$ cat src/common/rv_branch_pkg.sv
`default_nettype none

package rv_branch_pkg;

    parameter int XLEN = 32;
    parameter int ALEN = 32;

    // Major opcodes, instruction bits 6:2
    parameter logic [4:0] OP_JAL    = 5'h1b;
    parameter logic [4:0] OP_JALR   = 5'h19;
    parameter logic [4:0] OP_BRANCH = 5'h18;

    parameter logic [3:0] EXC_INSTR_ADDR_MISALIGNED = 4'd0;
    parameter logic [3:0] EXC_ILLEGAL_INSTR         = 4'd2;

    // One instruction word, three immediate layouts
    typedef union packed {
        struct packed {
            logic [11:0] imm;
            logic [4:0]  rs1;
            logic [2:0]  funct3;
            logic [4:0]  rd;
            logic [6:0]  opcode;
        } i;
        struct packed {
            logic        imm12;
            logic [5:0]  imm10_5;
            logic [4:0]  rs2;
            logic [4:0]  rs1;
            logic [2:0]  funct3;
            logic [3:0]  imm4_1;
            logic        imm11;
            logic [6:0]  opcode;
        } b;
        struct packed {
            logic        imm20;
            logic [9:0]  imm10_1;
            logic        imm11;
            logic [7:0]  imm19_12;
            logic [4:0]  rd;
            logic [6:0]  opcode;
        } j;
    } instr_word_t;

endpackage

`default_nettype wire
$ cat src/hw/branch_unit_top.sv
`timescale 1ns/1ps
`default_nettype none

module branch_unit_top #(
    parameter int QUEUE_DEPTH = 4
) (
    input  wire                              clk,
    input  wire                              rst,
    input  wire                              in_req,
    output logic                             in_ack,
    input  rv_branch_pkg::instr_word_t       in_instr,
    input  wire [rv_branch_pkg::ALEN-1:0]    in_addr,
    input  wire [rv_branch_pkg::ALEN-1:0]    in_next_addr,
    input  wire [rv_branch_pkg::XLEN-1:0]    in_rs1_data,
    input  wire [rv_branch_pkg::XLEN-1:0]    in_rs2_data,
    output logic                             result_valid,
    output logic                             result_taken,
    output logic                             result_exception,
    output logic [3:0]                       result_trap_cause,
    output logic [rv_branch_pkg::XLEN-1:0]   result_link,
    output logic [rv_branch_pkg::ALEN-1:0]   result_target,
    output logic                             mispredict,
    output logic [rv_branch_pkg::ALEN-1:0]   mispredict_pc
);

    // Decode to queue
    logic                            dq_req;
    logic                            dq_ack;
    logic [rv_branch_pkg::ALEN-1:0]  dq_addr;
    logic [rv_branch_pkg::ALEN-1:0]  dq_next_addr;
    logic [4:0]                      dq_opcode;
    logic [2:0]                      dq_funct3;
    logic [11:0]                     dq_i_imm;
    logic [11:0]                     dq_b_imm;
    logic [19:0]                     dq_j_imm;
    logic [rv_branch_pkg::XLEN-1:0]  dq_rs1_data;
    logic [rv_branch_pkg::XLEN-1:0]  dq_rs2_data;
    logic                            dq_is_branch;

    // Queue to execution
    logic                            qe_req;
    logic                            qe_ack;
    logic [rv_branch_pkg::ALEN-1:0]  qe_addr;
    logic [rv_branch_pkg::ALEN-1:0]  qe_next_addr;
    logic [4:0]                      qe_opcode;
    logic [2:0]                      qe_funct3;
    logic [11:0]                     qe_i_imm;
    logic [11:0]                     qe_b_imm;
    logic [19:0]                     qe_j_imm;
    logic [rv_branch_pkg::XLEN-1:0]  qe_rs1_data;
    logic [rv_branch_pkg::XLEN-1:0]  qe_rs2_data;
    logic                            qe_is_branch;

    branch_decode u_decode (.*);

    branch_queue #(
        .DEPTH(QUEUE_DEPTH)
    ) u_queue (.*);

    exec_branch u_exec (.*);

endmodule

`default_nettype wire

$ cat src/exec_branch/exec_branch.sv
`timescale 1ns/1ps
`default_nettype none

module exec_branch (
    input  wire                              clk,
    input  wire                              rst,
    input  wire                              qe_req,
    output logic                             qe_ack,
    input  wire [rv_branch_pkg::ALEN-1:0]    qe_addr,
    input  wire [rv_branch_pkg::ALEN-1:0]    qe_next_addr,
    input  wire [4:0]                        qe_opcode,
    input  wire [2:0]                        qe_funct3,
    input  wire [11:0]                       qe_i_imm,
    input  wire [11:0]                       qe_b_imm,
    input  wire [19:0]                       qe_j_imm,
    input  wire [rv_branch_pkg::XLEN-1:0]    qe_rs1_data,
    input  wire [rv_branch_pkg::XLEN-1:0]    qe_rs2_data,
    input  wire                              qe_is_branch,
    output logic                             result_valid,
    output logic                             result_taken,
    output logic                             result_exception,
    output logic [3:0]                       result_trap_cause,
    output logic [rv_branch_pkg::XLEN-1:0]   result_link,
    output logic [rv_branch_pkg::ALEN-1:0]   result_target,
    output logic                             mispredict,
    output logic [rv_branch_pkg::ALEN-1:0]   mispredict_pc
);

    localparam int AL = rv_branch_pkg::ALEN;

    logic          is_jal;
    logic          is_jalr;
    logic          is_cond;
    logic [AL-1:0] add_a;
    logic [AL-1:0] add_b;
    logic [AL-1:0] add_sum;
    logic [AL-1:0] target;
    logic          rs_eq;
    logic          rs_lt;
    logic          rs_ltu;
    logic          taken;
    logic          illegal;
    logic          exception;
    logic [3:0]    cause;
    logic          accept;
    logic          mismatch;
    logic          last_taken;
    logic [AL-1:0] last_target;

    assign is_jal  = qe_opcode == rv_branch_pkg::OP_JAL;
    assign is_jalr = qe_opcode == rv_branch_pkg::OP_JALR;
    assign is_cond = qe_opcode == rv_branch_pkg::OP_BRANCH;

    // Single target adder, operands picked per opcode
    always_comb begin
        add_a = qe_addr;
        add_b = '0;
        if (is_jal) begin
            add_b = {{(AL - 21){qe_j_imm[19]}}, qe_j_imm, 1'b0};
        end else if (is_jalr) begin
            add_a = qe_rs1_data;
            add_b = {{(AL - 12){qe_i_imm[11]}}, qe_i_imm};
        end else if (is_cond) begin
            add_b = {{(AL - 13){qe_b_imm[11]}}, qe_b_imm, 1'b0};
        end
    end

    assign add_sum = add_a + add_b;
    assign target  = is_jalr ? {add_sum[AL-1:1], 1'b0} : add_sum;

    assign rs_eq  = qe_rs1_data == qe_rs2_data;
    assign rs_ltu = qe_rs1_data < qe_rs2_data;
    assign rs_lt  = $signed(qe_rs1_data) < $signed(qe_rs2_data);

    always_comb begin
        taken   = is_jal || is_jalr;
        illegal = is_jalr && qe_funct3 != 3'b000;
        if (is_cond) begin
            case (qe_funct3)
                3'b000:  taken = rs_eq;     // BEQ
                3'b001:  taken = !rs_eq;    // BNE
                3'b100:  taken = rs_lt;     // BLT
                3'b101:  taken = !rs_lt;    // BGE
                3'b110:  taken = rs_ltu;    // BLTU
                3'b111:  taken = !rs_ltu;   // BGEU
                default: illegal = 1'b1;    // 010, 011 undefined
            endcase
        end
    end

    // Illegal outranks misaligned
    assign exception = illegal || target[1] || target[0];
    assign cause     = illegal ? rv_branch_pkg::EXC_ILLEGAL_INSTR
                               : rv_branch_pkg::EXC_INSTR_ADDR_MISALIGNED;

    assign accept   = qe_req && !qe_ack;
    assign mismatch = last_taken && last_target != qe_addr;

    always_ff @(posedge clk) begin
        if (accept && !mismatch && qe_is_branch) begin
            result_taken      <= taken;
            result_exception  <= exception;
            result_trap_cause <= exception ? cause : 4'd0;
            result_link       <= qe_next_addr;   // Value JAL/JALR write to rd
            result_target     <= target;
        end
        if (accept && mismatch) begin
            mispredict_pc <= last_target;
        end
        if (accept && !mismatch && qe_is_branch && taken) begin
            last_target <= target;
        end
    end

    always_ff @(posedge clk) begin
        if (rst) begin
            qe_ack       <= 1'b0;
            result_valid <= 1'b0;
            mispredict   <= 1'b0;
            last_taken   <= 1'b0;
        end else begin
            result_valid <= 1'b0;
            mispredict   <= 1'b0;
            if (accept) begin
                qe_ack <= 1'b1;
                if (mismatch) begin
                    mispredict <= 1'b1;   // Item squashed
                    last_taken <= 1'b0;
                end else begin
                    result_valid <= qe_is_branch;
                    last_taken   <= qe_is_branch && taken;
                end
            end else if (qe_ack && !qe_req) begin
                qe_ack <= 1'b0;
            end
        end
    end

endmodule

`default_nettype wire

$ cat src/hw/branch_queue.sv
`timescale 1ns/1ps
`default_nettype none

module branch_queue #(
    parameter int DEPTH = 4
) (
    input  wire                              clk,
    input  wire                              rst,
    input  wire                              dq_req,
    output logic                             dq_ack,
    input  wire [rv_branch_pkg::ALEN-1:0]    dq_addr,
    input  wire [rv_branch_pkg::ALEN-1:0]    dq_next_addr,
    input  wire [4:0]                        dq_opcode,
    input  wire [2:0]                        dq_funct3,
    input  wire [11:0]                       dq_i_imm,
    input  wire [11:0]                       dq_b_imm,
    input  wire [19:0]                       dq_j_imm,
    input  wire [rv_branch_pkg::XLEN-1:0]    dq_rs1_data,
    input  wire [rv_branch_pkg::XLEN-1:0]    dq_rs2_data,
    input  wire                              dq_is_branch,
    output logic                             qe_req,
    input  wire                              qe_ack,
    output logic [rv_branch_pkg::ALEN-1:0]   qe_addr,
    output logic [rv_branch_pkg::ALEN-1:0]   qe_next_addr,
    output logic [4:0]                       qe_opcode,
    output logic [2:0]                       qe_funct3,
    output logic [11:0]                      qe_i_imm,
    output logic [11:0]                      qe_b_imm,
    output logic [19:0]                      qe_j_imm,
    output logic [rv_branch_pkg::XLEN-1:0]   qe_rs1_data,
    output logic [rv_branch_pkg::XLEN-1:0]   qe_rs2_data,
    output logic                             qe_is_branch
);

    localparam int AW = $clog2(DEPTH);
    localparam int W  = 2 * rv_branch_pkg::ALEN + 5 + 3 + 12 + 12 + 20
                      + 2 * rv_branch_pkg::XLEN + 1;

    logic [W-1:0]  mem [DEPTH];
    logic [AW-1:0] wr_ptr;
    logic [AW-1:0] rd_ptr;
    logic [AW:0]   count;
    logic          push;
    logic          pop;

    assign push = dq_req && !dq_ack && count != (AW + 1)'(DEPTH);
    assign pop  = qe_req && qe_ack;   // Ack just rose

    assign {qe_addr, qe_next_addr, qe_opcode, qe_funct3, qe_i_imm, qe_b_imm, qe_j_imm,
            qe_rs1_data, qe_rs2_data, qe_is_branch} = mem[rd_ptr];

    always_ff @(posedge clk) begin
        if (push) begin
            mem[wr_ptr] <= {dq_addr, dq_next_addr, dq_opcode, dq_funct3, dq_i_imm, dq_b_imm,
                            dq_j_imm, dq_rs1_data, dq_rs2_data, dq_is_branch};
        end
    end

    always_ff @(posedge clk) begin
        if (rst) begin
            wr_ptr <= '0;
            rd_ptr <= '0;
            count  <= '0;
            dq_ack <= 1'b0;
            qe_req <= 1'b0;
        end else begin
            if (push) begin
                wr_ptr <= wr_ptr + 1'b1;
                dq_ack <= 1'b1;
            end else if (dq_ack && !dq_req) begin
                dq_ack <= 1'b0;
            end

            if (pop) begin
                rd_ptr <= rd_ptr + 1'b1;
                qe_req <= 1'b0;
            end else if (!qe_req && !qe_ack && count != '0) begin
                qe_req <= 1'b1;
            end

            case ({push, pop})
                2'b10:   count <= count + 1'b1;
                2'b01:   count <= count - 1'b1;
                default: count <= count;
            endcase
        end
    end

endmodule

`default_nettype wire

$ cat src/hw/branch_decode.sv
`timescale 1ns/1ps
`default_nettype none

module branch_decode (
    input  wire                              clk,
    input  wire                              rst,
    input  wire                              in_req,
    output logic                             in_ack,
    input  rv_branch_pkg::instr_word_t       in_instr,
    input  wire [rv_branch_pkg::ALEN-1:0]    in_addr,
    input  wire [rv_branch_pkg::ALEN-1:0]    in_next_addr,
    input  wire [rv_branch_pkg::XLEN-1:0]    in_rs1_data,
    input  wire [rv_branch_pkg::XLEN-1:0]    in_rs2_data,
    output logic                             dq_req,
    input  wire                              dq_ack,
    output logic [rv_branch_pkg::ALEN-1:0]   dq_addr,
    output logic [rv_branch_pkg::ALEN-1:0]   dq_next_addr,
    output logic [4:0]                       dq_opcode,
    output logic [2:0]                       dq_funct3,
    output logic [11:0]                      dq_i_imm,
    output logic [11:0]                      dq_b_imm,
    output logic [19:0]                      dq_j_imm,
    output logic [rv_branch_pkg::XLEN-1:0]   dq_rs1_data,
    output logic [rv_branch_pkg::XLEN-1:0]   dq_rs2_data,
    output logic                             dq_is_branch
);

    logic       full;   // Decoded item held
    logic       sent;   // Downstream acked, waiting for ack to fall
    logic       take;
    logic [4:0] opcode;

    assign take   = in_req && !in_ack && !full;
    assign opcode = in_instr.i.opcode[6:2];

    always_ff @(posedge clk) begin
        if (take) begin
            dq_addr      <= in_addr;
            dq_next_addr <= in_next_addr;
            dq_opcode    <= opcode;
            dq_funct3    <= in_instr.i.funct3;
            dq_i_imm     <= in_instr.i.imm;
            dq_b_imm     <= {in_instr.b.imm12, in_instr.b.imm11,
                             in_instr.b.imm10_5, in_instr.b.imm4_1};
            dq_j_imm     <= {in_instr.j.imm20, in_instr.j.imm19_12,
                             in_instr.j.imm11, in_instr.j.imm10_1};
            dq_rs1_data  <= in_rs1_data;
            dq_rs2_data  <= in_rs2_data;
            dq_is_branch <= opcode == rv_branch_pkg::OP_JAL
                         || opcode == rv_branch_pkg::OP_JALR
                         || opcode == rv_branch_pkg::OP_BRANCH;
        end
    end

    always_ff @(posedge clk) begin
        if (rst) begin
            in_ack <= 1'b0;
            dq_req <= 1'b0;
            full   <= 1'b0;
            sent   <= 1'b0;
        end else begin
            if (take) begin
                in_ack <= 1'b1;
                full   <= 1'b1;
            end else if (in_ack && !in_req) begin
                in_ack <= 1'b0;
            end

            if (full && !sent && !dq_req && !dq_ack) begin
                dq_req <= 1'b1;   // One cycle after capture
            end else if (dq_req && dq_ack) begin
                dq_req <= 1'b0;
                sent   <= 1'b1;
            end else if (sent && !dq_ack) begin
                full <= 1'b0;     // Free for the next item
                sent <= 1'b0;
            end
        end
    end

endmodule

`default_nettype wire

$ cat config.mk
export PLATFORM = sky130hd
export DESIGN_NAME = branch_unit_top
export DESIGN_NICKNAME = d
export VERILOG_FILES = /design/src/common/rv_branch_pkg.sv /design/src/hw/branch_unit_top.sv /design/src/exec_branch/exec_branch.sv /design/src/hw/branch_queue.sv /design/src/hw/branch_decode.sv
export SDC_FILE = /design/constraint.sdc
export NUM_CORES = 1
export LEC_CHECK = 0
export BUFFER_PORTS_ARGS = -buffer_cell sky130_fd_sc_hd__buf_2
export CORE_MARGIN = 2
export CORE_UTILIZATION = 54
export DETAILED_ROUTE_END_ITERATION = 12
export PLACE_DENSITY = 0.84
export SYNTH_ARGS = -nofsm -noshare
export SYNTH_HDL_FRONTEND = slang
export SYNTH_SLANG_ARGS = --single-unit
export TNS_END_PERCENT = 20
$ cat constraint.sdc
create_clock -name clk -period 15.5 [get_ports clk]
set_clock_uncertainty 0.05 [all_clocks]
set_input_delay 4.65 -clock clk [delete_from_list [all_inputs] [get_ports clk]]
set_output_delay 4.65 -clock clk [all_outputs]
set_load 0.005 [all_outputs]
* Word level (Yosys, flattened, before mapping)
Memory sizes are Yosys's and may differ from the RTL's. A register that Yosys moved wholly into a read port is not among the register bits. Cells that the tools add are included.
Storage, ports and cells: register bits after elaboration 332, bits in latches 0, bits in read-only memories 0, memories 1, bits in writable memories 724
Memories:
- u_queue.mem | depth 4, bits a word 181, rd ports 1, clocked after Yosys merged registers in 1, wr ports 1, RTL line branch_queue.sv:39 | logic [W-1:0] mem [DEPTH];
Operators by class: shift-type cells 0, magnitude comparators 2, multiply operators 0, divide/modulo/power cells 0, reduce and logical (&&, ||, !) cells 54, bitwise logic cells 2, multiplexer cells 32, $add $sub $neg 5, equal/unequal tests 16
Operators with widths (number):
- 2-to-1 mux 32 bit | 5
- < comparator 32 bit | 2
- adder 32 bit | 1
- == test 32 bit | 1
- inequality test 32 bit | 1
- == test 5 bit, second input constant | 6
- logical AND 1 bit | 23
- 2-to-1 mux 1 bit | 22
- == test 3 bit, second input constant | 4
- zero test 1 bit | 12
- nonzero test 2 bit | 6
- 2-to-1 mux 2 bit | 3
- case mux 1 bit (6 select lines) | 1
- case mux 3 bit (2 select lines) | 1
- nonzero test 3 bit | 2
- OR reduction 6 bit | 1
- logical OR 1 bit | 5
- adder 2 x 1 -> 2 bit, second input constant | 2
- OR reduction 2 bit | 2
- adder 3 x 1 -> 3 bit, second input constant | 1
- == test 3 x 1 -> 1 bit, second input constant | 1
- zero test 3 bit | 1
- inequality test 3 bit, second input constant | 1
- OR reduction 3 bit | 1
- other kinds (5) | 6

* Logic depth before layout (Yosys ltp)
depth in word-level cells 7, depth in mapped cells 22, gate-level depth less buffers 17

* Hierarchy
From an unflattened synthesis, not the netlist that was laid out.
Second synthesis, totals: cell total of the unflattened synthesis 1862, area, all modules 39532.9 um^2
By module, submodules not included:
- branch_queue | cells an instance 1002, area an instance 26610.5 um^2, times used 1
- exec_branch | cells an instance 661, area an instance 7808.7 um^2, times used 1
- branch_decode | cells an instance 199, area an instance 5113.7 um^2, times used 1

* Least setup slack after synthesis
Ideal clock, no wire load.
kind input -> register, start point input port in_req, end point register u_decode.dq_addr[0] (netlist bit) (enable), stages on the path 2, data arrival time 15.390 ns, data required time 14.576 ns, slack -0.814 ns, cell sequence inv_1 -> nor3_1
On the way: word-level cells in the longest chain between the ends 2
RTL lines:
- from (decl) | RTL line branch_unit_top.sv:9 | input wire in_req,
- logical AND 1 bit (2 in a row) | RTL line branch_decode.sv:33 | assign take = in_req && !in_ack && !full;
- net u_decode.take | RTL line branch_decode.sv:30 | logic take;
- to (signal assigned) | RTL line branch_decode.sv:38 | dq_addr <= in_addr;
- to (decl) | RTL line branch_decode.sv:16 | output logic [rv_branch_pkg::ALEN-1:0] dq_addr,
The timed path passes the listed nets, and every way through them passes these cells. A chain may end at the register's enable or synchronous reset.

==> results.py <==
metrics = {
    "worst_setup_path": {
        "path_buf_inv": 1,
        "path_delay_family": "compound AO/OA/AOI/OAI gates",
        "cp-end-kind": "flop",
        "path_cells": "buf_4, mux4_2, nand2b_1, mux4_2, mux2i_1, nor2_1, fa_1, a211oi_1, o21ai_0, nand3_1, a21oi_1, o41ai_1, a211oi_1, a221oi_1, xnor2_1",
        "crit_required_ns": 15.83,
        "crit_arrival_ns": 7.20,
        "start_kind": "flop",
        "worstSetupPathType": "reg2reg",
        "slowest_stage": "o41ai_1",
        "max_stage_delay_ns": 0.90,
        "critPathMaxFanout": 55,
    },
    "placed_design": {
        "io_buffers": 262,
        "place_hpwl_um": 48100,
        "place_congestion": 0.912,
        "place_inst": 2798,
    },
    "cells_and_area": {
        "final_cell_mix": "926 x edfxtp_1, 262 x buf_2, 143 x mux4_2, 95 x clkbuf_16, 71 x ha_1",
        "nets": 2266,
        "final_common_cell": "edfxtp_1",
        "fin_cells": 2974,
        "area_growth_pct": 14.8,
        "final_util_pct": 62.7,
        "drive_above_1_share_pct": 28.7,
        "fillerInstances": 4371,
    },
    "cts": {
        "tritoncts": "done",
        "htreeDepth": 3,
        "clk_latency_ns": 0.64,
        "numCtsBuffers": 94,
        "numClockSinks": 945,
        "postCtsSetupBuffers": 0,
        "cts_hold_buf": 0,
        "cts-resized-gates": 0,
        "cts_root_buffer": "clkbuf_16",
        "clkTransAtPathRegs_ns": 0.07,
        "clock_path_buffers": 3,
    },
    "route": {
        "wl_um": 75900,
        "num_vias": 17400,
        "wire_per_inst_um": 25.5,
        "viasPerCell": 5.86,
        "first_pass_iters": 5,
        "drc": 0,
        "antenna_left": 0,
        "drt-initial-drc-count": 1585,
    },
    "global_route": {
        "grt_max_degree": 68,
        "grt_usage_pct": 22.5,
        "grt_pass1_wl_um": 112000,
        "overflow": 0,
        "first_global_vias": 17900,
        "antenna_found_initial": 19,
    },
    "timing": {
        "hold_viol_final": 0,
        "period_needed_ns": 6.87,
        "setup_viol": 0,
        "slew_headroom_pct": 24.5,
        "period_share_pct": 44.3,
        "worst_pin_slew_ns": 1.13,
        "fin_setup_tns_ns": 0,
        "timing.fmax_ghz": 0.146,
        "whs_ns": 0.438,
        "grt_setup_unrepaired": "no",
        "slew_viol_final": 0,
    },
    "floorplan": {
        "dieArea_sq_mm": 0.0686,
        "die_y_um": 262,
        "ios": 268,
        "core-area_sq_mm": 0.0657,
        "rows": 94,
        "die_x_um": 262,
        "start_util_pct": 54.6,
    },
    "power_and_ir_drop": {
        "ir_drop_uv": 114,
        "leakagePower_nw": 14.0,
        "power.density_mw_per_mm2": 131,
        "power.total_mw": 5.39,
    },
    "yosys": {
        "ys_types": 59,
        "syn_inst": 1698,
        "netlist_top_cells_area": "edfxtp_1 77%, mux4_2 9.0%, ha_1 2.5%, dfxtp_1 1.1%, mux2_2 0.97%",
        "syn_area_sq_mm": 0.0359,
        "synthArstFlopShare_pct": 0,
        "synth_largest_area_cell": "edfxtp_1",
        "synth_flop_cell": "edfxtp_1",
        "synth-edff-count": 926,
        "synth.top_cell.area_share_pct": 77.4,
        "yosysWarnings": 0,
        "yosysSeqAreaShare_pct": 78.5,
        "ys_ff_latch": 945,
        "syn_avg_cell_area_sq_um": 21.2,
    },
    "outcome": {
        "status": "finished, final reports clean",
    },
    "run": {
        "drv_cap": 0,
    },
    "worst_hold_path": {
        "worstHoldPathType": "reg2reg",
        "min-delay-start": "u_exec.last_target[18]",
    },
}
[routing by layer]
layer / GRT usage [%] / up-vias / wire [um]
li1: - / 7565 / -
met1: 29.2 / 8929 / 29000
met2: 36.9 / 718 / 37500
met3: 5.34 / 182 / 5980
met4: 9.49 / 24 / 3270
met5: 0 / - / 160
[final timing paths]
path	endpoint	slack, ns	depth (start not counted)
worst max-delay path	u_exec.last_target[30]	8.63	15
worst min register to register	u_exec.mispredict_pc[18]	0.44	0
worst max register to register	u_exec.last_target[30]	8.63	15
worst min-delay path	u_exec.mispredict_pc[18]	0.44	0
[power by group]
group	switching, mW	total (mW)	internal (mW)
combinational	0.162	0.258	0.0959
sequential	0.0425	2.95	2.91
clock	0.925	2.18	1.25
[through the flow]
stage,area [sq um],setup slack (ns)
final,41200,8.63
after global routing,41200,8.24
after CTS,41200,8.70
after detailed placement,38300,8.38
after global placement,38300,8.47
after floorplan,35900,4.10
[registers in the layout, summed over array words and instances (netlist names), 2 cells and up, named ones only]
register               count
u_decode.dq_addr          32
u_decode.dq_b_imm          5
u_decode.dq_j_imm         20
u_decode.dq_next_addr     32
u_decode.dq_opcode         5
u_decode.dq_rs1_data      32
u_decode.dq_rs2_data      32
u_exec.last_target        32
u_exec.mispredict_pc      32
u_exec.result_link        32
u_exec.result_target      32
u_queue.count              3
u_queue.mem              636
u_queue.rd_ptr             2
u_queue.wr_ptr             2
[layout make-up]
type	count	area, sq um	share of cell area (%)
Clock buffer	116	2480	6.01
Multi-Input combinational cell	641	7270	17.6
Sequential cell	945	28200	68.4
Timing Repair Buffer	283	1470	3.56
Tap cell	864	1080	2.62
Clock inverter	56	479	1.16
Inverter	65	245	0.595
Antenna cell	4	10.0	0.0243
[Yosys cell counts, types with 3 or more instances]
cell type,count
a21o_1,19
nand4_1,10
buf_4,4
nand2b_1,6
clkbuf_1,22
nor2_1,50
edfxtp_1,926
nor3_1,15
and2_1,7
buf_1,7
nand3_1,13
a211oi_1,8
dfxtp_1,19
o211ai_1,4
ha_1,71
xnor2_1,34
nor4_1,6
a31oi_1,4
mux2_2,31
o21bai_1,3
mux4_1,13
buf_2,13
o21a_1,8
o21ai_0,26
mux2i_1,9
xor2_1,30
a221oi_1,5
inv_1,65
and3_1,4
mux4_2,143
a21oi_1,48
or3_1,3
nor2b_1,15
nand2_1,28
[logic make-up (layout without fill, tap and decap cells)]
family | after synthesis | in the layout | synth area share, %
buffers and inverters | 114 | 520 | 1.38
DFF | 945 | 945 | 78.5
muxes | 196 | 196 | 11.1
and+or+nand+nor | 166 | 166 | 2.33
xor gates and xnor gates | 64 | 64 | 1.56
other | 1 | 7 | 0.0104
AOI/OAI and AO/OA | 139 | 139 | 2.52
adders and majority gates | 73 | 73 | 2.59
No activity file was read; power rests on OpenSTA's default activity.
